==> src/source/soc_pkg.sv <==
`default_nettype none

package soc_pkg;

   // bus widths
   localparam int ADDR_W = 32;
   localparam int DATA_W = 32;

   // ram geometry in 32-bit words
   localparam int MEM_WORDS = 2048;
   localparam int MEM_AW    = $clog2(MEM_WORDS);

   // address bits 31:30 select the target
   localparam logic [1:0] REGION_MEM   = 2'd0;
   localparam logic [1:0] REGION_GPIO  = 2'd1;
   localparam logic [1:0] REGION_TIMER = 2'd2;

   // data-side request also used on the shared memory port
   typedef struct packed {
      logic [ADDR_W-1:0]   adr;
      logic [DATA_W-1:0]   dat;
      logic [DATA_W/8-1:0] sel; // byte lanes
      logic                we;
      logic                cyc;
   } wb_req_t;

   // read-only instruction fetch request
   typedef struct packed {
      logic [ADDR_W-1:0] adr;
      logic              cyc;
   } wb_ibus_req_t;

   // response from any slave
   typedef struct packed {
      logic [DATA_W-1:0] rdt;
      logic              ack;
   } wb_rsp_t;

endpackage

`default_nettype wire

==> src/source/soc_bus_arbiter.sv <==
`timescale 1ns/1ns
`default_nettype none

module soc_bus_arbiter (
   input  wire                   i_wb_clk,
   input  wire                   i_rst,
   input  soc_pkg::wb_ibus_req_t i_ibus,
   output soc_pkg::wb_rsp_t      o_ibus,
   input  soc_pkg::wb_req_t      i_dbus,
   output soc_pkg::wb_rsp_t      o_dbus,
   output soc_pkg::wb_req_t      o_mem,
   input  soc_pkg::wb_rsp_t      i_mem
);

   logic fetch; // fetch owns the port

   assign fetch = i_ibus.cyc;

   always_comb begin
      o_mem.adr = fetch ? i_ibus.adr : i_dbus.adr;
      o_mem.dat = i_dbus.dat;
      o_mem.sel = fetch ? '0 : i_dbus.sel; // no lanes on a fetch
      o_mem.we  = i_dbus.we & ~fetch;
      o_mem.cyc = i_ibus.cyc | i_dbus.cyc;
   end

   // shared read data with the ack steered to the bus in flight
   assign o_ibus.rdt = i_mem.rdt;
   assign o_ibus.ack = i_mem.ack & fetch;
   assign o_dbus.rdt = i_mem.rdt;
   assign o_dbus.ack = i_mem.ack & ~fetch;

   // the cpu issues one bus at a time
   a_one_master : assert property (
      @(posedge i_wb_clk) disable iff (i_rst)
      !(i_ibus.cyc && i_dbus.cyc)
   );

   // ram ack only ever answers a cycle that is still open
   a_ack_has_owner : assert property (
      @(posedge i_wb_clk) disable iff (i_rst)
      i_mem.ack |-> (i_ibus.cyc || i_dbus.cyc)
   );

endmodule

`default_nettype wire

==> config.mk <==
export PLATFORM = sky130hd
export DESIGN_NAME = soc_bus_arbiter
export DESIGN_NICKNAME = d
export VERILOG_FILES = /design/src/source/soc_pkg.sv /design/src/source/soc_bus_arbiter.sv
export SDC_FILE = /design/constraint.sdc
export NUM_CORES = 1
export LEC_CHECK = 0
export ABC_AREA = 1
export BUFFER_PORTS_ARGS = -buffer_cell sky130_fd_sc_hd__buf_4
export CORE_AREA = 2 2 105 107
export DETAILED_ROUTE_END_ITERATION = 10
export DIE_AREA = 0 0 107 109
export GPL_TIMING_DRIVEN = 0
export PLACE_DENSITY = 0.49
export SETUP_SLACK_MARGIN = 0.15
export SLEW_MARGIN = 20
export SYNTH_ARGS = -nofsm -noshare
export SYNTH_HDL_FRONTEND = slang
export SYNTH_SLANG_ARGS = --single-unit
==> constraint.sdc <==
create_clock -name vclk -period 0.8
set_input_delay 0 -clock vclk [all_inputs]
set_output_delay 0 -clock vclk [all_outputs]
set_load 0.01 [all_outputs]
==> results.ini <==
[synth]
yosysUniqueCellTypes=8
netlist.area_leader.share=0.593
synth_most_common_cell=nand2_1
ys_top_cells_by_area=buf_4, nand2_1, buf_6
syn_area_mm2=0.00121
synth_area_per_cell_um2=5.62
syn-instance-count=216
yosys-top-cells-count=nand2_1, buf_4, inv_1
synth-seq-area-share=0
yosys_warnings=0
synthesis.nets=354
yosysTopAreaCell=buf_4

[power_and_ir_drop]
vdd_drop_max_mv=0.233
power.leakage_uw=0.00185
p_per_area_mw_per_mm2=571

[cells_and_area]
clockBufferCount=0
antenna_cells=0
nFillCells=1134
nets=564
seq_area_um2=0
drive_gt1_frac=0.738
layout.cells.non_filler=564
stdcell_area_mm2=0.00296
syn_to_final_growth_pct=144
multi_input_area_um2=393
seq_cells=0

[timing]
fmax_mhz=1620
hold_violations=0
final-max-slew-violation-count=0
tns_ns=0
fin_crit_sh=0.772
slew_headroom=0.885
rsz0062_at_grt=true
setup_viol=0
worstMarginPinSlew_ns=0.172
finalCriticalPeriod_ns=0.617

[die]
num_rows=38
die_y_um=109
core-area_mm2=0.0106
ioPinCount=274
initial_utilization=0.115
die_area_mm2=0.0117
die_x_um=107

[worst_setup_path]
critPathTopFamily=buffers and inverters
crit_fanout=10
critPathBufInv=3
cp_data_arrival_time_ns=0.62
critPathLaunchType=input port
crit_slowest_cell=or2_1
endpoint_kind=primary output
crit_path_max_incr_delay_ns=0.22
cp_common_cell=buf_6
worstPathRequired_ns=0.80
critical_path_class=input port to primary output
path_cells=buf_6 > buf_6 > or2_1 > buf_4

[routing]
wl_per_cell_um=10.2
route.detailed.drc=0
ant_nets=0
vias_per_cell=3.29
wl_um=5750
dr_total_vias=1855
firstDrtPassIters=3
drtIter0Drc=51

[placement]
dp.final_hpwl_um=5270
port_buffers=207
dp.cells=563
place_area_mm2=0.00294
gp_congestion=0.745

[outcome]
status=finished clean

[hold_path]
hp-class=input port to primary output

[global_routing]
grt_pass1_vias=1566
antenna_found_initial=0
grt-ovfl-total=0
grt.total_usage=0.0786
grt_pass1_wl_um=7450
grt_max_degree=11

[job]
drv_cap=0

[cts]
cts_hold_repair.buffers=0
cts_setup_buffers=0
cts-resized-gates=0

-- report_power, final --
part / total, µW / internal (µW) / switching, µW
sequential: 0 / 0 / 0
clock: 0 / 0 / 0
combinational: 1690 / 1080 / 615
-- area by class of cell --
type	count	area share
well taps	140	0.0591
plain buffers	104	0.270
multi-input cells	104	0.133
inverters	8	0.0110
repair buffers	208	0.527
-- stage by stage --
stage | setup slack [ns] | power (µW) | hold slack, ns | utilization
floorplan | 0.321 | 781 | 0.0832 | -
global placement | 0.143 | 1700 | 0.177 | 0.278
detailed placement | 0.156 | 1710 | 0.177 | 0.278
CTS | 0.156 | 1710 | 0.177 | 0.278
global route | 0.142 | 1830 | 0.179 | 0.279
finish | 0.183 | 1690 | 0.176 | 0.279
-- per-layer routing --
layer  vias up  GRT usage  routed length (µm)
li1        952          -                   -
met2       141      0.168                3220
met4         0          0                   0
met1       762     0.0821                1840
met3         0     0.0161                 690
met5         -          0                   0
-- cell usage in the layout, fill, tap and decap left out, drive strengths merged --
cell type / n
buf: 310
clkbuf: 2
inv: 8
nand2: 97
nor2: 6
or2: 1
-- cell families after synthesis --
logic type,synth area share
AND/OR/NAND/NOR,0.323
buffers and inverters,0.677
-- worst paths after layout --
kind | cells past startpoint | slack, ns | start | end
setup / recovery | 4 | 0.18 | i_ibus[0] | o_mem[0]
hold / removal | 2 | 0.18 | i_mem[7] | o_ibus[7]
Note: power is estimated with default switching activity, not from simulation.
