--- config.mk ---
export PLATFORM = sky130hd
export DESIGN_NAME = soc_periph_mux
export DESIGN_NICKNAME = d
export VERILOG_FILES = /design/src/source/soc_pkg.sv /design/src/source/soc_periph_mux.sv
export SDC_FILE = /design/constraint.sdc
export NUM_CORES = 1
export LEC_CHECK = 0
export BUFFER_PORTS_ARGS = -buffer_cell sky130_fd_sc_hd__buf_2
export CAP_MARGIN = 15
export CORE_AREA = 2 2 120 122
export CTS_CLUSTER_DIAMETER = 120
export DETAILED_ROUTE_END_ITERATION = 16
export DIE_AREA = 0 0 122 124
export HOLD_SLACK_MARGIN = 0.12
export PLACE_DENSITY_LB_ADDON = 0.25
export RECOVER_POWER = 25
export SYNTH_ARGS = -nofsm -noshare
export SYNTH_HDL_FRONTEND = slang
export SYNTH_SLANG_ARGS = --single-unit
--- constraint.sdc ---
create_clock -name i_wb_clk -period 1.8 [get_ports i_wb_clk]
set_input_delay 0.09 -clock i_wb_clk [delete_from_list [all_inputs] [get_ports i_wb_clk]]
set_output_delay 0.09 -clock i_wb_clk [all_outputs]
set_load 0.1 [all_outputs]
--- src/source/soc_pkg.sv ---
`default_nettype none

package soc_pkg;

   // bus widths
   localparam int ADDR_W = 32;
   localparam int DATA_W = 32;

   // ram geometry in 32-bit words
   localparam int MEM_WORDS = 2048;
   localparam int MEM_AW    = $clog2(MEM_WORDS);

   // address bits 31:30 select the target
   localparam logic [1:0] REGION_MEM   = 2'd0;
   localparam logic [1:0] REGION_GPIO  = 2'd1;
   localparam logic [1:0] REGION_TIMER = 2'd2;

   // data-side request also used on the shared memory port
   typedef struct packed {
      logic [ADDR_W-1:0]   adr;
      logic [DATA_W-1:0]   dat;
      logic [DATA_W/8-1:0] sel; // byte lanes
      logic                we;
      logic                cyc;
   } wb_req_t;

   // read-only instruction fetch request
   typedef struct packed {
      logic [ADDR_W-1:0] adr;
      logic              cyc;
   } wb_ibus_req_t;

   // response from any slave
   typedef struct packed {
      logic [DATA_W-1:0] rdt;
      logic              ack;
   } wb_rsp_t;

endpackage

`default_nettype wire

--- src/source/soc_periph_mux.sv ---
`timescale 1ns/1ns
`default_nettype none

module soc_periph_mux (
   input  wire                             i_wb_clk,
   input  wire                             i_rst,
   input  soc_pkg::wb_req_t                i_cpu,
   output soc_pkg::wb_rsp_t                o_cpu,
   output soc_pkg::wb_req_t                o_mem,
   input  soc_pkg::wb_rsp_t                i_mem,
   output soc_pkg::wb_req_t                o_periph,
   output logic                            o_periph_sel_timer,
   input  wire  [soc_pkg::DATA_W-1:0]      i_periph_rdt
);

   import soc_pkg::*;

   logic [1:0] region;
   logic       hit_mem;
   logic       hit_periph;
   logic       ack_q; // local ack for periph and unmapped

   assign region     = i_cpu.adr[31:30];
   assign hit_mem    = (region == REGION_MEM);
   assign hit_periph = (region == REGION_GPIO) || (region == REGION_TIMER);

   always_comb begin
      o_mem     = i_cpu;
      o_mem.cyc = i_cpu.cyc & hit_mem;
   end

   // one strobe per access so the write lands on the ack edge
   always_comb begin
      o_periph     = i_cpu;
      o_periph.cyc = i_cpu.cyc & hit_periph & ~ack_q;
   end

   assign o_periph_sel_timer = (region == REGION_TIMER);

   always_ff @(posedge i_wb_clk) begin
      if (i_rst) begin
         ack_q <= 1'b0;
      end else begin
         ack_q <= i_cpu.cyc & ~hit_mem & ~ack_q;
      end
   end

   always_comb begin
      case (region)
         REGION_MEM:   o_cpu.rdt = i_mem.rdt;
         REGION_GPIO,
         REGION_TIMER: o_cpu.rdt = i_periph_rdt;
         default:      o_cpu.rdt = '0; // unmapped reads zero
      endcase
   end

   assign o_cpu.ack = i_mem.ack | ack_q;

   // holds for ram and local acks alike
   a_ack_pulse : assert property (
      @(posedge i_wb_clk) disable iff (i_rst)
      o_cpu.ack |=> !o_cpu.ack
   );

   // every data cycle ends in an ack one cycle later
   a_ack_latency : assert property (
      @(posedge i_wb_clk) disable iff (i_rst)
      (i_cpu.cyc && !o_cpu.ack && !$past(i_cpu.cyc)) |=> o_cpu.ack
   );

endmodule

`default_nettype wire

==> results of run 1 <==
## path summary, 6_finish.rpt
check,start,end,slack [ns],cells after the start
worst max-delay path,i_cpu[69],o_cpu[12],0.26,4
worst min-delay path,i_cpu[34],o_mem[34],0.18,0
worst max register to register,ack_q$_SDFF_PP0_,ack_q$_SDFF_PP0_,1.18,1
worst min register to register,ack_q$_SDFF_PP0_,ack_q$_SDFF_PP0_,0.44,1
## power by group through the flow
stage / clock network (mW) / registers [mW] / logic (mW)
after floorplan: 0 / 0.0246 / 2.21
after global placement: 0 / 0.0248 / 1.22
after detailed placement: 0 / 0.0249 / 1.22
after CTS: 0 / 0.0249 / 1.22
after global routing: 0 / 0.0251 / 1.25
final: 0 / 0.0248 / 1.21
## cells in the final DEF (no fill, tap or decap)
cell type	Yosys	layout
and2_1	1	1
or2_2	1	1
ha_2	0	2
and3b_2	1	1
nor4b_2	1	1
nor2_2	29	32
a22oi_2	30	30
buf_12	3	36
buf_4	138	1
dfxtp_1	1	1
inv_1	2	2
ha_1	3	1
a22oi_1	2	2
buf_2	3	75
## layout make-up
cell class / instances / area [sq um]
Fill cell: 1563 / 11700
Timing Repair Buffer: 112 / 1100
Multi-Input combinational cell: 71 / 671
Tap cell: 180 / 225
Sequential cell: 1 / 20.0
Inverter: 2 / 7.51
## per-layer routing
layer,up-vias,global-route usage (%)
met1,494,4.88
met2,87,9.64
met4,0,3.16
li1,515,-
met5,-,0
met3,36,2.01
## cell usage after synthesis
master | number | area (sq um)
and2_1 | 1 | 6.26
and3b_2 | 1 | 10.0
inv_1 | 2 | 7.51
or2_2 | 1 | 6.26
nor4b_2 | 1 | 15.0
buf_6 | 5 | 56.3
buf_12 | 3 | 60.1
dfxtp_1 | 1 | 20.0
buf_2 | 3 | 15.0
a22oi_2 | 30 | 375
a22oi_1 | 2 | 15.0
nor2_2 | 29 | 181
nor2_1 | 3 | 11.3
buf_4 | 138 | 1040
ha_1 | 3 | 37.5
## worst max-delay path, cell delays in order
cell	delay, ns
buf_2	0.12
ha_2	0.87
nor2_2	0.13
buf_12	0.21
## cell families (layout without fill, tap and decap cells)
logic type      after synthesis  in the layout  share of synthesized area, %
compound gates               32             32                          21.1
fa+ha+maj                     3              3                          2.03
flops                         1              1                          1.08
simple gates                 36             36                          12.4
buf+inv                     151            114                          63.4
## through the flow
| step | power (mW) | hold WS [ns] | utilization, % | area (sq um) | setup slack [ns] |
|---|---|---|---|---|---|
| global route | 1.28 | 0.180 | 14.8 | 2030 | 0.110 |
| global placement | 1.24 | 0.181 | 14.8 | 2030 | 0.209 |
| detailed placement | 1.25 | 0.181 | 14.8 | 2030 | 0.182 |
| finish | 1.23 | 0.180 | 14.8 | 2030 | 0.260 |
| CTS | 1.25 | 0.181 | 14.8 | 2030 | 0.181 |
| floorplan | 2.24 | 0.163 | - | 1860 | 0.186 |
==> results.md, run 1 <==
- Num rows: 43
- Avg Inst Size Synth: between 8 and 9 sq um
- Core region area: between 10000 and 15000 sq um
- DP Wirelength: 3710 microns
- Post-CTS sizing: 0
- Peak Freq: around 650 MHz
- Total routed wirelength: approximately 4600 microns
- Largest net degree at the start of global routing: 33
- Number of global-route vias before repair: between 1k and 1.5k
- Sw Share: approximately 64%
- Hold-fix buffers, CTS: 0
- Slew Viols, Final: 0
- Nets: between 300 and 400
- Mapped Cells: 223
- Pre-antenna DRT Iters: 2
- Fin crit share: between 80% and 90%
- Crit path required time: around 1.7 ns
- Worst hold path class: in -> out
- I/O Buffers: about 110
- Die ar.: between 15000 and 20000 sq um
- DR vias: 1132
- GR Overflow Total: 0
- Met2 routed WL: ~2400 microns
- Syn_nets: about 360
- Final setup vio count: 0
- P_int: between 0.4 and 0.5 mW
- Dpl cells: approximately 370
- GPL Wtd Cong: ~0.65
- Share of power burned in the clock network: 0%
- Vias per cell: a little over 3
- Largest Register: ack_q
- Max reg flops: 1
- P&R area growth vs syn: 9.39%
- Largest regs: ack_q x1
- CP Class: in -> out
- Worst-skew pair later-pin latency: 0 ns
- Top Metal Used: met4
- Final Hold Fails: 0
- WL per Instance: around 13 microns
- Max rail drop VDD: about 0.13 mV
- RSZ-0062 raised after global routing: no
- Worst clock skew: 0 ns
- Status: finished, final reports clean
- Worst rel slew slack: around a third
- Layout cells sized above 1: a little over nine tenths
- Part of the power in registers: approximately 2%
- Layout Cells excl Fill: between 300 and 400
- Post-CTS Setup Inserts: 0
- Effective utilization at floorplan: a little over an eighth
- Diode count: 0
- Post-Syn Area: around 1900 sq um
- Sum Neg Setup Slack: 0 ns
- Max-cap violation count: 0
- Crit path DAT: roughly 1.5 ns
- DIE WIDTH: roughly 120 microns
- Startpoint types: input pin
- Yosys warnings: 0
- Antenna violations before repair: 0
- Gate power share: 98.0%
- Measured slew at the worst slew-check pin: around 1.0 ns
- 1st-iter DRT viols: 10
- GR Util All Layers: 5.22%
- Detail Route Antenna Nets: 0
- Element type at the critical path end: output port
- Switching power: 0.791 mW
- Wl on met1: 1320 microns
- Boundary Pins: 311
- Global-route wire length before repair: slightly above 6000 microns
- Register bit count reported by yosys: 1
- Min cycle time layout: 1.54 ns
- Die height: approximately 120 microns
- Met3 wire len: 640 microns
- Synth cell types: 15
- Leak pwr: 0.823 nW
- P per Cell Area: 609 nW/um^2
- Remaining DRCs: 0
- Worst Path Max Fanout: 32
- Seq/Total Area, Yosys: 1.08%
Power figures use the tool's default switching activity.
==> run 2: changes to the inputs <==
Settings changed: CORE_AREA 2 2 120 122 to 2 2 119 121, DIE_AREA 0 0 122 124 to 0 0 121 123.
==> run 2 against run 1 <==
Effect of this change: worst setup slack lost 0.014 ns; worst hold slack is essentially flat; sequential share of layout area stayed put; fmax decreased by 0.87%; die area is 1.6% lower; global-route usage is 0.24 points higher; critical path type unchanged; critical endpoint is now o_cpu[4]; largest cell class unchanged; largest power group unchanged; highest routed layer unchanged.
==> results.md, run 2 (synthesis gave the netlist of run 1 again) <==
- Number of global-route vias before repair: 1246 (+10%)
- Fin crit share: 86.3% (+0.75 points)
- WP depth: 4 (unchanged)
- Met1 usage: 5.53% (+0.65 points)
- GPL Wtd Cong: 0.621 (-3.8%)
- Status: finished, final reports clean
- Hold-fix buffers, CTS: 0 (unchanged)
- Slew Viols, Final: 0 (unchanged)
- Max rail drop VDD: 0.233 mV (+74%)
- Worst-skew pair later-pin latency: 0 ns (unchanged)
- Crit-path cells: buf_2 > ha_2 > nor2_2 > buf_12
- Slowest stage delay, CP: 0.88 ns (about the same)
- Die height: 123 microns (-0.81%)
- Global-route wire length before repair: 6490 microns (+4.3%)
- Largest regs: ack_q x1
- Die ar.: 14900 sq um (-1.6%)
- DIE WIDTH: 121 microns (-0.82%)
- CP Class: in -> out
- Met2 global-route usage: 10.1% (+0.48 points)
- Hold depth: 0 (unchanged)
- WL per Instance: 12.2 microns (-3.1%)
- Worst clock skew: 0 ns (unchanged)
- Nets: 328 (unchanged)
- Effective utilization at floorplan: 13.6% (+0.11 points)
- DR vias: 1141 (+0.80%)
- Diode count: 0 (unchanged)
- Layout Cells excl Fill: 366 (unchanged)
- P&R area growth vs syn: 9.39% (unchanged)
- Remaining DRCs: 0 (unchanged)
- Sum Neg Setup Slack: 0 ns (unchanged)
- Largest Register: ack_q
- Detail Route Antenna Nets: 0 (unchanged)
- Num rows: 43 (unchanged)
- Startpoint types: input pin
- Worst Path Max Fanout: 32 (unchanged)
- Leak pwr: 0.823 nW (about the same)
- Family with the most delay on the worst path: adder cells
- Post-layout instance area: 2030 sq um (unchanged)
- Layout cells sized above 1: 96.2% (unchanged)
- Post-route worst setup slack: 0.247 ns (-0.0135 ns)
- Power Total: 1.23 mW (-0.12%)
- Worst hold path class: in -> out
- Worst rel slew slack: 30.8% (-0.86 points)
- Element type at the critical path end: output port
- Pre-antenna DRT Iters: 2 (unchanged)
- Met3 global-route usage: 1.34% (-0.68 points)
- Min cycle time layout: 1.55 ns (+0.0135 ns)
- GR Overflow Total: 0 (unchanged)
- Max reg flops: 1 (unchanged)
- Largest net degree at the start of global routing: 34 (+3.0%)
- Area occupied by multi-input gates: 671 sq um (unchanged)
- P per Cell Area: 608 nW/um^2 (-0.12%)
- CP max-delay cell: ha_2
- Post-CTS sizing: 0 (unchanged)
- Placed inst area: 2030 sq um (unchanged)
- WP buf/inv: 2 (unchanged)
- FF+latch area: 20.0 sq um (unchanged)
- DP Wirelength: 3560 microns (-4.2%)
- R2r worst-path depth: 1 (unchanged)
- Most common cell after layout, fill and taps aside: buf_2
- Dpl cells: 366 (unchanged)
- Core region area: 13600 sq um (-0.78%)
- Post-CTS Setup Inserts: 0 (unchanged)
- Crit path DAT: 1.46 ns (about the same)
- Crit path required time: 1.71 ns (about the same)
- 1st-iter DRT viols: 15 (+5)
- Antenna violations before repair: 0 (unchanged)
- RSZ-0062 raised after global routing: no
- Fillers: 1529 (-2.2%)
- GR Util All Layers: 5.47% (+0.24 points)
- Final setup vio count: 0 (unchanged)
- Vias per cell: 3.12 (+0.80%)
- Commonest non-fill, non-tap cells in the layout: buf_2, buf_12, nor2_2, a22oi_2
- I/O Buffers: 109 (unchanged)
- Final Hold Fails: 0 (unchanged)
- Gr busiest metal: met2
- Peak Freq: 644 MHz (-0.87%)
- Total routed wirelength: 4460 microns (-3.1%)
- Worst slack, placed: 0.178 ns (-0.00450 ns)
- Boundary Pins: 311 (unchanged)
- Measured slew at the worst slew-check pin: 1.04 ns (+0.0129 ns)
- Max-cap violation count: 0 (unchanged)
[run 2: final timing paths]
kind / slack (ns) / startpoint / to
setup reg to reg: 1.17 / ack_q$_SDFF_PP0_ / ack_q$_SDFF_PP0_
setup / recovery: 0.25 / i_cpu[69] / o_cpu[4]
hold reg to reg: 0.46 / ack_q$_SDFF_PP0_ / ack_q$_SDFF_PP0_
hold / removal: 0.18 / i_cpu[25] / o_mem[25]
[run 2: metal layers]
metal / routed length, microns / vias up
met3: 489 / 37
met1: 1520 / 504
met2: 2210 / 87
met4: 242 / 0
li1: - / 513
met5: 0 / -
[run 2: power by group]
group,leakage (nW),switching [mW],internal [mW]
clock,0,0,0
sequential,0.00825,0.00106,0.0239
combinational,0.815,0.791,0.417
[run 2: final cells by class]
| cell class | instances | share of cell area (%) |
|---|---|---|
| Tap cell | 180 | 11.1 |
| Sequential cell | 1 | 0.988 |
| Inverter | 2 | 0.370 |
| Multi-Input combinational cell | 71 | 33.1 |
| Timing Repair Buffer | 112 | 54.4 |
[run 2: per-stage QoR]
step,utilization (%),hold WS (ns)
after floorplan,-,0.163
after global placement,14.9,0.181
after detailed placement,14.9,0.181
after CTS,14.9,0.181
after global routing,14.9,0.180
final,14.9,0.180
==> run 3: changes to the inputs <==
Settings changed: MAX_ROUTING_LAYER from default to met4.
==> run 3 against run 2 <==
Effect of this change: die area did not move; cell area stayed put; via count grew 0.18%; clock skew stayed put; sequential power about the same; register-to-register slack barely moved; fmax about the same; cell count did not move; critical path depth unchanged; critical endpoint unchanged; highest routed layer unchanged; power is essentially flat; sequential share of layout area unchanged; combinational power hardly changed.
==> results.md, run 3 (synthesis gave the netlist of run 1 again) <==
- GR Overflow Total: 0 (unchanged)
- Remaining DRCs: 0 (unchanged)
- Commonest non-fill, non-tap cells in the layout: buf_2, buf_12, nor2_2, a22oi_2
- Measured slew at the worst slew-check pin: 1.04 ns (+0.0000340 ns)
- Worst rel slew slack: 30.8% (about the same)
- Family with the most delay on the worst path: adder cells
- Final Hold Fails: 0 (unchanged)
- WP buf/inv: 2 (unchanged)
- P&R area growth vs syn: 9.39% (unchanged)
- WL per Instance: 12.2 microns (unchanged)
- Boundary Pins: 311 (unchanged)
- Crit path required time: 1.71 ns (about the same)
- Die ar.: 14900 sq um (unchanged)
- Most common cell after layout, fill and taps aside: buf_2
- FF+latch area: 20.0 sq um (unchanged)
- Antenna violations before repair: 0 (unchanged)
- GR Util All Layers: 5.63% (+0.16 points)
- Fin crit share: 86.3% (about the same)
- Hold-fix buffers, CTS: 0 (unchanged)
- Post-CTS sizing: 0 (unchanged)
- Total routed wirelength: 4460 microns (unchanged)
- Global-route wire length before repair: 6490 microns (unchanged)
- DR vias: 1143 (+0.18%)
- I/O Buffers: 109 (unchanged)
- 1st-iter DRT viols: 10 (-5)
- Max reg flops: 1 (unchanged)
- Dpl cells: 366 (unchanged)
- Min cycle time layout: 1.55 ns (+0.00000400 ns)
- Number of global-route vias before repair: 1246 (unchanged)
- Final setup vio count: 0 (unchanged)
- P per Cell Area: 608 nW/um^2 (about the same)
- CP Class: in -> out
- Slew Viols, Final: 0 (unchanged)
- Layout Cells excl Fill: 366 (unchanged)
- Largest Register: ack_q
- Power Total: 1.23 mW (about the same)
- Detail Route Antenna Nets: 0 (unchanged)
- Crit-path cells: buf_2 > ha_2 > nor2_2 > buf_12
- Peak Freq: 644 MHz (about the same)
- Leak pwr: 0.823 nW (unchanged)
- GPL Wtd Cong: 0.626 (+0.76%)
- Diode count: 0 (unchanged)
- Num rows: 43 (unchanged)
- Element type at the critical path end: output port
- Slowest stage delay, CP: 0.88 ns (about the same)
- Post-CTS Setup Inserts: 0 (unchanged)
- Area occupied by multi-input gates: 671 sq um (unchanged)
- Core region area: 13600 sq um (unchanged)
- Nets: 328 (unchanged)
- RSZ-0062 raised after global routing: no
- Worst clock skew: 0 ns (unchanged)
- Worst-skew pair later-pin latency: 0 ns (unchanged)
- Largest net degree at the start of global routing: 34 (unchanged)
- Max-cap violation count: 0 (unchanged)
- CP max-delay cell: ha_2
- Effective utilization at floorplan: 13.6% (unchanged)
- Worst Path Max Fanout: 32 (unchanged)
- Die height: 123 microns (unchanged)
- Fillers: 1529 (unchanged)
- Largest regs: ack_q x1
- Hold slack: 0.180 ns (unchanged)
- Layout cells sized above 1: 96.2% (unchanged)
- Utilization after layout: 14.9% (unchanged)
- DIE WIDTH: 121 microns (unchanged)
- Status: finished, final reports clean
- Max rail drop VDD: 0.233 mV (about the same)
- Worst hold path class: in -> out
- DP Wirelength: 3560 microns (unchanged)
- Startpoint types: input pin
- Crit path DAT: 1.46 ns (about the same)
- Sum Neg Setup Slack: 0 ns (unchanged)
- Vias per cell: 3.12 (+0.18%)
- Pre-antenna DRT Iters: 2 (unchanged)
==> run 3: per-layer routing <==
layer	vias up	track usage [%]	part of all wire (%)
met5	-	-	0
met4	0	3.34	5.4
met3	39	1.25	11
met2	87	10.1	49
met1	504	5.58	34
li1	513	-	-
==> run 3: layout make-up <==
cell class,instances,share of cell area [%]
sequential,1,0.988
multi-input combinational,71,33.1
tap,180,11.1
timing repair buffer,112,54.4
inverter,2,0.370
==> run 3: power by group <==
| group | internal, mW | switching (mW) |
|---|---|---|
| Sequential | 0.0239 | 0.00106 |
| Clock | 0 | 0 |
| Combinational | 0.417 | 0.791 |
==> run 3: metrics by stage <==
stage / cell area [sq um] / worst slack [ns]
6_report: 2030 / 0.247
5_1_grt: 2030 / 0.110
4_1_cts: 2030 / 0.177
3_5_place_dp: 2030 / 0.178
3_3_place_gp: 2030 / 0.199
2_1_floorplan: 1860 / 0.186
==> run 3: worst paths after layout <==
check | to | startpoint | slack [ns] | depth (start not counted)
max | o_cpu[4] | i_cpu[69] | 0.25 | 4
min | o_mem[25] | i_cpu[25] | 0.18 | 0
max reg2reg | ack_q$_SDFF_PP0_ | ack_q$_SDFF_PP0_ | 1.17 | 1
min reg2reg | ack_q$_SDFF_PP0_ | ack_q$_SDFF_PP0_ | 0.46 | 1
