**src/source/soc_pkg.sv**
```systemverilog
`default_nettype none

package soc_pkg;

   // bus widths
   localparam int ADDR_W = 32;
   localparam int DATA_W = 32;

   // ram geometry in 32-bit words
   localparam int MEM_WORDS = 2048;
   localparam int MEM_AW    = $clog2(MEM_WORDS);

   // address bits 31:30 select the target
   localparam logic [1:0] REGION_MEM   = 2'd0;
   localparam logic [1:0] REGION_GPIO  = 2'd1;
   localparam logic [1:0] REGION_TIMER = 2'd2;

   // data-side request also used on the shared memory port
   typedef struct packed {
      logic [ADDR_W-1:0]   adr;
      logic [DATA_W-1:0]   dat;
      logic [DATA_W/8-1:0] sel; // byte lanes
      logic                we;
      logic                cyc;
   } wb_req_t;

   // read-only instruction fetch request
   typedef struct packed {
      logic [ADDR_W-1:0] adr;
      logic              cyc;
   } wb_ibus_req_t;

   // response from any slave
   typedef struct packed {
      logic [DATA_W-1:0] rdt;
      logic              ack;
   } wb_rsp_t;

endpackage

`default_nettype wire

```
**src/source/soc_periph_regs.sv**
```systemverilog
`timescale 1ns/1ns
`default_nettype none

module soc_periph_regs (
   input  wire                        i_wb_clk,
   input  wire                        i_rst,
   input  soc_pkg::wb_req_t           i_req,
   input  wire                        i_sel_timer,
   output logic [soc_pkg::DATA_W-1:0] o_rdt,
   output logic                       o_gpio,
   output logic                       o_timer_irq
);

   import soc_pkg::*;

   logic [DATA_W-1:0] mtime;
   logic [DATA_W-1:0] mtimecmp;
   logic [DATA_W:0]   diff; // one extra bit so the sign is a true borrow
   logic              gpio_q;
   logic              irq_q;
   logic              wr_gpio;
   logic              wr_timer;

   assign wr_gpio  = i_req.cyc & i_req.we & ~i_sel_timer;
   assign wr_timer = i_req.cyc & i_req.we & i_sel_timer;

   // gpio output bit
   always_ff @(posedge i_wb_clk) begin
      if (i_rst) begin
         gpio_q <= 1'b0;
      end else if (wr_gpio) begin
         gpio_q <= i_req.dat[0];
      end
   end

   // free running
   always_ff @(posedge i_wb_clk) begin
      if (i_rst) begin
         mtime <= '0;
      end else begin
         mtime <= mtime + 1'b1;
      end
   end

   always_ff @(posedge i_wb_clk) begin
      if (i_rst) begin
         mtimecmp <= '1; // irq parked low
      end else if (wr_timer) begin
         mtimecmp <= i_req.dat;
      end
   end

   assign diff = {1'b0, mtime} - {1'b0, mtimecmp};

   // level irq one cycle behind its inputs
   always_ff @(posedge i_wb_clk) begin
      if (i_rst) begin
         irq_q <= 1'b0;
      end else begin
         irq_q <= ($signed(diff) >= 0);
      end
   end

   // read data qualified by ack in the mux
   always_comb begin
      if (i_sel_timer) begin
         o_rdt = mtime;
      end else begin
         o_rdt = {{(DATA_W-1){1'b0}}, gpio_q};
      end
   end

   assign o_gpio      = gpio_q;
   assign o_timer_irq = irq_q;

endmodule

`default_nettype wire

```
**config.mk**
```make
export PLATFORM = sky130hd
export DESIGN_NAME = soc_periph_regs
export DESIGN_NICKNAME = d
export VERILOG_FILES = /design/src/source/soc_pkg.sv /design/src/source/soc_periph_regs.sv
export SDC_FILE = /design/constraint.sdc
export NUM_CORES = 1
export LEC_CHECK = 0
export BUFFER_PORTS_ARGS = -buffer_cell sky130_fd_sc_hd__clkbuf_2
export CORE_MARGIN = 1.5
export CORE_UTILIZATION = 30
export DETAILED_ROUTE_END_ITERATION = 6
export GPL_TIMING_DRIVEN = 0
export HOLD_SLACK_MARGIN = 0.05
export SETUP_SLACK_MARGIN = 0.02
export SYNTH_ARGS = -nofsm -noshare
export SYNTH_HDL_FRONTEND = slang
export SYNTH_SLANG_ARGS = --single-unit
```
**constraint.sdc**
```tcl
create_clock -name i_wb_clk -period 4.7 [get_ports i_wb_clk]
set_input_delay 0.94 -clock i_wb_clk [delete_from_list [all_inputs] [get_ports i_wb_clk]]
set_output_delay 0.94 -clock i_wb_clk [all_outputs]
set_load 0.005 [all_outputs]
```
==> run summary, run 1 <==
CTS buffer count: 9
Fin crit share: 0.580
RSZ-0062 raised after global routing: no
Port Buf Inserts: 70
Die height: 111 um
DP Worst Slack: 1.95 ns
Pwr dens: 307 mW/mm^2
Count leader, synth: dfxtp_1
GRT Total Usage: 0.144
Synth top area share: 0.377
Gr ovfl total: 0
Worst path slowest cell: clkbuf_1
DRC: 0
Register area share after synthesis: 0.377
Hold Fails Final Rpt: 0
Core area: 0.0114 sq mm
Start of the worst register-to-register path: mtime[0]
Diode count: 0
First-pass GRT wire length: 14300 um
# resized after CTS: 0
Netlist Area Pre-Place: 0.00351 sq mm
Largest net degree at the start of global routing: 13
Synthesized instance count: 412
Comb power frac: 0.070
Average cell area after synthesis: 8.51 sq um
Via/cell ratio: 4.72
Antenna-violating nets left: 0
Fmax: 0.367 GHz
Post-Synth XOR/XNOR Area: 0.0674
Mux contribution to synthesized area: 0.00606
Critical Path AT: 1.79 ns
Predominant post-synthesis flop cell: dfxtp_1
Initial DRC Count: 120
# IOs: 107
Overall power: 1.33 mW
Grt met2 use: 0.239
HP Class: flop to flop
Fin crit period: 2.73 ns
Mapped Nets: 517
Worst reg2reg path depth: 7
Num rows: 39
WL/cell: 13.3 um
Clk network pwr share: 0.491
Initial DRT Pass Iterations: 5
Max-Cap Viols: 0
Hpwl dp: 6620 um
Worst Skew: 0.00663 ns
Async SR Flop Fraction: 0
Family with the most delay on the worst path: buffers and inverters
Root Buffer: clkbuf_16
Die area: 0.0123 sq mm
# setup viols final: 0
Hold buffers post-CTS: 0
R2r setup slk: 2.64 ns
Net Switching: 0.305 mW
Sink Count: 66
CTS tree: done
PnR worst setup slack: 1.97 ns
Met1 usage: 0.186
Final core occ: 0.379
Vias in the first global route: 2968
Flops & latches, synth: 66
Leakage: 2.20 nW
Post-Synth Simple-Gate Area: 0.240
Post-synth top cells: dfxtp_1, nor2_1, and2_1, inv_1, ha_1
Placed insts: 625
Final WL: 8510 um
Busiest layer in global routing: met2
Post-layout nets: 598
M3 GR Usage: 0.0366
Maximum vdd drop: 145 uV
Initial Utilization: 0.307
Reg2reg end: mtime[30]
Number of synthesized flops with an enable pin: 0
Htree depth: 3
Layout cell share with drive strength beyond 1: 0.195
Post-synthesis compound-gate area fraction: 0.133
Worst-margin pin slew: 0.562 ns
CTS max path bufs: 2
Layout overhead on the synthesized area: 23.5%
Crit start category: input pin
CP endpoint kind: output port
CP cell instances: clkbuf_2 > clkbuf_1 > and2_1 > clkbuf_2
Top cells by area, synth: dfxtp_1, ha_1, a211o_1
Adder-Cell Fraction of Synth Area: 0.114
Area leader, netlist: dfxtp_1
Die W: 111 um
Main combinational cell family by area after synthesis: simple AND/OR/NAND/NOR gates
Critical path type: input pin to output port
Status: finished clean
Routed vias: 3024
Worst hold slack: 0.494 ns
Total Neg Setup Slack: 0 ns
Worst rel slew slack: 0.625
Crit-path max cell delay: 0.32 ns
Non-Filler Instances: 641
Post-CTS Setup Bufs: 0
Slew Viols, Final: 0
Hold Path Sink: mtimecmp[0]
Clk_lat worst skew: 0.32 ns
Min-delay src: mtimecmp[0]
Yosys cell types: 38
Most used cell, CP: clkbuf_2
Worst path buffer plus inverter count: 3
Clock slew at reported path FFs: 0.05 ns
Sequential share of power: 0.439
Cell area after layout: 0.00433 sq mm
Worst path required time: 3.76 ns
Int Power: 1.03 mW
Sw frac: 0.229
Ys Warns: 0
Peak fanout along the critical path: 10
Worst hold path depth: 2
Dpl cell area: 0.00404 sq mm
Initial antenna violation count: 0
GPL Wtd Cong: 0.804
[logic make-up after synthesis]
group,after synthesis
AOI/OAI and AO/OA,62
muxes,2
DFF,66
and+or+nand+nor,168
buffers and inverters,55
adders and majority gates,32
xor gates and xnor gates,27
[layer usage]
metal | wire length [um] | part of all wire
met2 | 3940 | 0.46
met5 | 0 | 0
met3 | 389 | 0.046
met1 | 4110 | 0.48
met4 | 72 | 0.0085
[tightest hold or removal path: cells and delay by family, from the launching register on]
kind,cells,cell delay (ns)
flops,1,0.31
compound gates,1,0.08
buf+inv,1,0.05
[registers in the layout (all words and copies together) (netlist names)]
name	cells
o_gpio	1
mtime	32
o_timer_irq	1
mtimecmp	32
[placed cells by master, fill, tap and decap left out, drive strengths merged, types with 2 or more instances in the layout]
cell type	n
a211o	31
a21o	2
a21oi	13
a221oi	2
and2	34
and3	6
and4	4
buf	15
clkbuf	85
clkinv	5
dfxtp	66
ha	32
inv	34
nand2	18
nand3	17
nand4	14
nor2	65
nor3	3
o21ai	6
or3	3
xnor2	5
xor2	22
[how the worst max path moves through the flow]
stage	startpoint	endpoint	slack, ns	cells past startpoint
2_1_floorplan	i_sel_timer	o_rdt[10]	2.49	2
3_3_place_gp	i_sel_timer	o_rdt[11]	1.94	4
3_5_place_dp	i_sel_timer	o_rdt[11]	1.95	4
4_1_cts	i_sel_timer	o_rdt[11]	1.93	4
5_1_grt	i_sel_timer	o_rdt[20]	1.88	4
6_report	i_sel_timer	o_rdt[11]	1.97	4
[cell type report]
class | count | area, sq um
multi-input cells | 291 | 1970
well taps | 143 | 179
plain buffers | 21 | 91.3
clock buffers | 9 | 225
flip-flops and latches | 66 | 1320
inverters | 34 | 128
clock inverters | 7 | 70.1
repair buffers | 70 | 350
fillers | 1199 | 7090
[power by group through the flow]
stage	clock network [mW]	registers, mW	logic, mW
after floorplan	0	0.593	0.0575
after CTS	0.670	0.583	0.0950
after detailed placement	0	0.595	0.0938
final	0.653	0.583	0.0931
after global placement	0	0.595	0.0914
after global routing	0.692	0.585	0.106
Power figures use the tool's default switching activity.
==> run 2, diff against run 1 <==
Settings changed: ABC_AREA set to 1.
Clock period 4.7 ns to 2.6 ns, I/O delays scaled along.
==> run 2 against run 1 <==
Clock skew shrank 0.00068 ns. Sequential power grew 80%. Register-to-register slack lost 1.8 ns. Combinational power grew 68%. Wire length grew 14%. Synthesized cell count grew 35%. Critical path depth grew 1. Die area grew 8.0%. Largest power group unchanged. Hold slack lost 0.095 ns. Clock power grew 67%. Sequential share of layout area shrank 1.8 points. Largest cell class unchanged.
==> run summary, run 2 <==
Status: finished clean
Flops & latches, synth: 66 (unchanged)
Average cell area after synthesis: 6.83 sq um (-20%)
Max-Cap Viols: 0 (unchanged)
Leakage: 2.44 nW (+11%)
HP Class: input pin to flop
Sink Count: 66 (unchanged)
CTS tree: done
Via/cell ratio: 4.45 (-5.6%)
Predominant post-synthesis flop cell: dfxtp_1
Maximum vdd drop: 234 uV (+61%)
Initial DRC Count: 234 (+95%)
Synthesized instance count: 556 (+35%)
Yosys cell types: 29 (-24%)
CTS max path bufs: 2 (unchanged)
Die height: 115 um (+3.9%)
Family with the most delay on the worst path: buffers and inverters
RSZ-0062 raised after global routing: no
Root Buffer: clkbuf_16
Worst rel slew slack: 0.584 (-0.0417)
Async SR Flop Fraction: 0 (unchanged)
Fin crit period: 1.93 ns
Post-layout nets: 740 (+24%)
Worst hold slack: 0.399 ns (-0.0949 ns)
# resized after CTS: 0 (unchanged)
Vias in the first global route: 3427 (+15%)
Critical path type: input pin to output port
Total Neg Setup Slack: 0 ns (unchanged)
Count leader, synth: nand2_1
Ys Warns: 0 (unchanged)
First-pass GRT wire length: 16400 um (+15%)
Layout overhead on the synthesized area: 21.2%
Fin crit share: 0.741
Die area: 0.0133 sq mm (+8.0%)
Mapped Nets: 661 (+28%)
Peak fanout along the critical path: 10 (unchanged)
Hold Fails Final Rpt: 0 (unchanged)
Layout cell share with drive strength beyond 1: 0.168 (-0.0271)
Core area: 0.0122 sq mm (+6.5%)
Initial antenna violation count: 0 (unchanged)
Crit start category: input pin
Hpwl dp: 7570 um (+14%)
Fmax: 0.519 GHz
Worst path required time: 2.08 ns (-1.68 ns)
Synth top area share: 0.348 (-0.0287)
Diode count: 0 (unchanged)
Most frequent cells in the layout: nand2_1, inv_1, clkbuf_2
GRT Total Usage: 0.157 (+0.0130)
Crit-path max cell delay: 0.42 ns (+0.10 ns)
Final WL: 9700 um (+14%)
Clock slew at reported path FFs: 0.05 ns (about the same)
Worst Skew: 0.00594 ns (-0.000683 ns)
Top cells by area, synth: dfxtp_1, nand2_1, ha_1
Critical Path AT: 1.41 ns (-0.38 ns)
Area leader, netlist: dfxtp_1
# IOs: 107 (unchanged)
Overall power: 2.30 mW (+73%)
Worst path slowest cell: clkbuf_1
CP cell instances: buf_2 > clkbuf_1 > nand2_1 > inv_1 > clkbuf_2
Biggest regs: mtime x32, mtimecmp x32
Clk_lat worst skew: 0.33 ns (about the same)
Port Buf Inserts: 68 (-2.9%)
Routed vias: 3588 (+19%)
Slew Viols, Final: 0 (unchanged)
Die W: 115 um (+3.9%)
Largest net degree at the start of global routing: 11 (-2)
Post-CTS Setup Bufs: 0 (unchanged)
Hold buffers post-CTS: 0 (unchanged)
CP endpoint kind: output port
Cell area after layout: 0.00460 sq mm (+6.2%)
Register area share after synthesis: 0.348 (-0.0287)
DRC: 0 (unchanged)
Worst path buffer plus inverter count: 4 (+1)
Dpl cell area: 0.00435 sq mm (+7.7%)
Gr ovfl total: 0 (unchanged)
Netlist Area Pre-Place: 0.00380 sq mm (+8.2%)
Htree depth: 3 (unchanged)
Pwr dens: 499 mW/mm^2 (+63%)
Commonest non-fill, non-tap cell in the layout: nand2_1
Worst-margin pin slew: 0.624 ns (+0.0625 ns)
Post-synth top cells: nand2_1, inv_1, dfxtp_1, a21oi_1, nor2_1
CTS buffer count: 9 (unchanged)
WL/cell: 12.0 um (-9.4%)
Num rows: 40 (+2.6%)
GPL Wtd Cong: 0.862 (+7.3%)
Initial Utilization: 0.312 (+0.00500)
Number of synthesized flops with an enable pin: 0 (unchanged)
Antenna-violating nets left: 0 (unchanged)
# setup viols final: 0 (unchanged)
Initial DRT Pass Iterations: 4 (-1)
-- run 2: cell type report --
type	count	area [sq um]
fillers	1328	7560
multi-input cells	374	2030
flip-flops and latches	66	1320
inverters	99	372
repair buffers	68	340
clock buffers	14	254
well taps	168	210
plain buffers	17	70.1
-- run 2: power by group --
part           total (mW)  internal, mW  switching, mW  leakage, nW
Sequential           1.05          1.04         0.0109        0.538
Clock                1.09         0.662          0.426        0.123
Combinational       0.156        0.0605         0.0954         1.78
Total                2.30          1.76          0.532         2.44
-- run 2: final timing paths --
check                            startpoint          end  slack [ns]  cells after the start
worst max-delay path            i_sel_timer    o_rdt[20]        0.67                      5
worst min-delay path              i_req[15]  mtimecmp[9]        0.40                      3
worst max register to register     mtime[1]    mtime[24]        0.85                     11
worst min register to register     mtime[0]     mtime[0]        0.46                      1
-- run 2: per-stage QoR --
| step | setup WS, ns | std cells | util |
|---|---|---|---|
| detailed placement | 0.592 | 792 | 0.357 |
| finish | 0.674 | 806 | 0.378 |
| global route | 0.545 | 806 | 0.378 |
| CTS | 0.614 | 806 | 0.378 |
| floorplan | 1.03 | 556 | - |
| global placement | 0.618 | 792 | 0.357 |
-- run 2: tightest hold or removal path, stage by stage --
cell and delay [ns]:
clkbuf_2 0.08, a21oi_1 0.05, o21ai_0 0.06
-- run 2: cells by family (layout without fill, tap and decap cells) --
family / Yosys count / after routing / synth area share
compound gates: 114 / 114 / 0.154
xor+xnor: 4 / 4 / 0.00923
fa+ha+maj: 32 / 32 / 0.105
buf+inv: 116 / 198 / 0.116
flops: 66 / 66 / 0.348
simple gates: 224 / 224 / 0.267
-- run 2: metal layers --
| metal | routed length [um] | share of wire | GRT usage |
|---|---|---|---|
| met1 | 4910 | 0.51 | 0.222 |
| met2 | 4220 | 0.44 | 0.239 |
| met3 | 452 | 0.047 | 0.0235 |
| met4 | 105 | 0.011 | 0.0626 |
| met5 | 0 | 0 | 0 |
==> run 3, diff against run 2 <==
Clock period 2.6 ns to 1.8 ns, I/O delays scaled along.
==> run 3 against run 2 <==
Final area is 0.92% higher. Wire length rose by 0.14%. Clock skew is 0.0017 ns higher. Critical path type is now flop to flop. Largest power group unchanged.
==> run summary, run 3 (synthesized netlist as in run 2, its figures left out) <==
Status: finished clean
Num rows: 40 (unchanged)
Worst-margin pin slew: 0.632 ns (+0.00716 ns)
Worst path required time: 2.03 ns (-0.05 ns)
Gr ovfl total: 0 (unchanged)
CTS max path bufs: 2 (unchanged)
Peak fanout along the critical path: 5 (-5)
Core area: 0.0122 sq mm (unchanged)
First-pass GRT wire length: 16400 um (+0.16%)
Biggest regs: mtime x32, mtimecmp x32
Root Buffer: clkbuf_16
Crit. Startpoint: mtime[2]
Most used cell, CP: nor2_4
Initial Utilization: 0.312 (unchanged)
Crit start category: flop
Clock slew at reported path FFs: 0.05 ns (about the same)
Fin crit share: 0.925
CTS tree: done
Initial antenna violation count: 0 (unchanged)
Worst Skew: 0.00765 ns (+0.00170 ns)
Hold Fails Final Rpt: 0 (unchanged)
PnR worst setup slack: 0.134 ns (-0.539 ns)
Fin crit period: 1.67 ns
Maximum vdd drop: 338 uV (+44%)
RSZ-0062 raised after global routing: yes
Slew Viols, Final: 0 (unchanged)
Hold buffers post-CTS: 0 (unchanged)
Via/cell ratio: 4.50 (+1.0%)
Non-Filler Instances: 807 (+0.12%)
Max-Cap Viols: 0 (unchanged)
Crit-path max cell delay: 0.40 ns (-0.02 ns)
Vias in the first global route: 3420 (-0.20%)
Sink Count: 66 (unchanged)
Initial DRC Count: 189 (-19%)
Worst rel slew slack: 0.579 (-0.00478)
Dpl cell area: 0.00435 sq mm (unchanged)
Start of the worst register-to-register path: mtime[2]
Cell area after layout: 0.00464 sq mm (+0.92%)
Post-layout nets: 741 (+0.14%)
CP endpoint kind: flop
HP Class: input pin to flop
Die height: 115 um (unchanged)
WL/cell: 12.0 um (about the same)
Largest net degree at the start of global routing: 11 (unchanged)
DP Worst Slack: -0.0478 ns (-0.640 ns)
Layout overhead on the synthesized area: 22.3%
Clk_lat worst skew: 0.33 ns (about the same)
Hpwl dp: 7570 um (unchanged)
Die W: 115 um (unchanged)
Critical path type: flop to flop
Critical Path AT: 1.90 ns (+0.49 ns)
Port Buf Inserts: 68 (unchanged)
Most frequent cells in the layout: nand2_1, inv_1, clkbuf_2
Layout cell share with drive strength beyond 1: 0.182 (+0.0138)
Total Neg Setup Slack: 0 ns (unchanged)
Initial DRT Pass Iterations: 4 (unchanged)
Pwr dens: 713 mW/mm^2 (+43%)
Final WL: 9710 um (+0.14%)
Placed insts: 792 (unchanged)
Diode count: 0 (unchanged)
# setup viols final: 0 (unchanged)
DRC: 0 (unchanged)
Worst path slowest cell: dfxtp_1
CTS buffer count: 9 (unchanged)
Leakage: 2.45 nW (+0.37%)
GPL Wtd Cong: 0.862 (unchanged)
Antenna-violating nets left: 0 (unchanged)
Routed vias: 3630 (+1.2%)
Min-delay src: i_req[15]
Die area: 0.0133 sq mm (unchanged)
Commonest non-fill, non-tap cell in the layout: nand2_1
Fmax: 0.600 GHz
GRT Total Usage: 0.157 (+0.000222)
Htree depth: 3 (unchanged)
# IOs: 107 (unchanged)
CP cell instances: nand3_1 > nor2_4 > inv_2 > nor2_4 > nand2_2 > nor2_4 > nand2_2 > nor2_1 > nand2_1 > nand2_1 > nor2_1
-- run 3: cell count changes in the layout (fill, tap and decap cells not counted), sizes merged --
cell  delta
buf      +1
-- run 3: timing repair --
action / CTS / global route
setup buffers: 0 / 1
endpoints found under the setup margin: 0 / 10
gates resized for setup: 0 / 10
-- run 3: critical path, delay by kind of cell, from the launching register on --
kind | cells | cell delay [ns]
buffers and inverters | 1 | 0.08
DFF | 1 | 0.40
and+or+nand+nor | 10 | 1.09
-- run 3: routing by layer --
metal  wire, um  vias up  track usage
met2       4260       84        0.241
met4        100        0       0.0601
met1       4850     1612        0.223
met3        498        7       0.0235
li1           -     1927            -
met5          0        -            0
-- run 3: path summary, 6_finish.rpt --
| kind | slack, ns | depth (start not counted) | endpoint |
|---|---|---|---|
| hold / removal | 0.24 | 3 | mtimecmp[9] |
| setup / recovery | 0.13 | 11 | mtime[27] |
| setup reg to reg | 0.13 | 11 | mtime[27] |
| hold reg to reg | 0.43 | 1 | mtime[0] |
-- run 3: power breakdown --
group | internal, mW | switching (mW)
Clock | 0.956 | 0.607
Sequential | 1.51 | 0.0157
Combinational | 0.0874 | 0.138
-- run 3: cell type report --
type / count / area, sq um
tap: 168 / 210
multi-input combinational: 374 / 2060
fill: 1321 / 7520
buffer: 17 / 70.1
sequential: 66 / 1330
inverter: 99 / 372
timing repair buffer: 69 / 348
clock buffer: 14 / 254
-- run 3: per-stage QoR --
stage / total power [mW] / hold WS (ns) / util
2_1_floorplan: 1.69 / 0.430 / -
3_3_place_gp: 1.77 / 0.444 / 0.357
3_5_place_dp: 1.78 / 0.450 / 0.357
4_1_cts: 3.34 / 0.236 / 0.378
5_1_grt: 3.46 / 0.259 / 0.382
6_report: 3.31 / 0.238 / 0.382
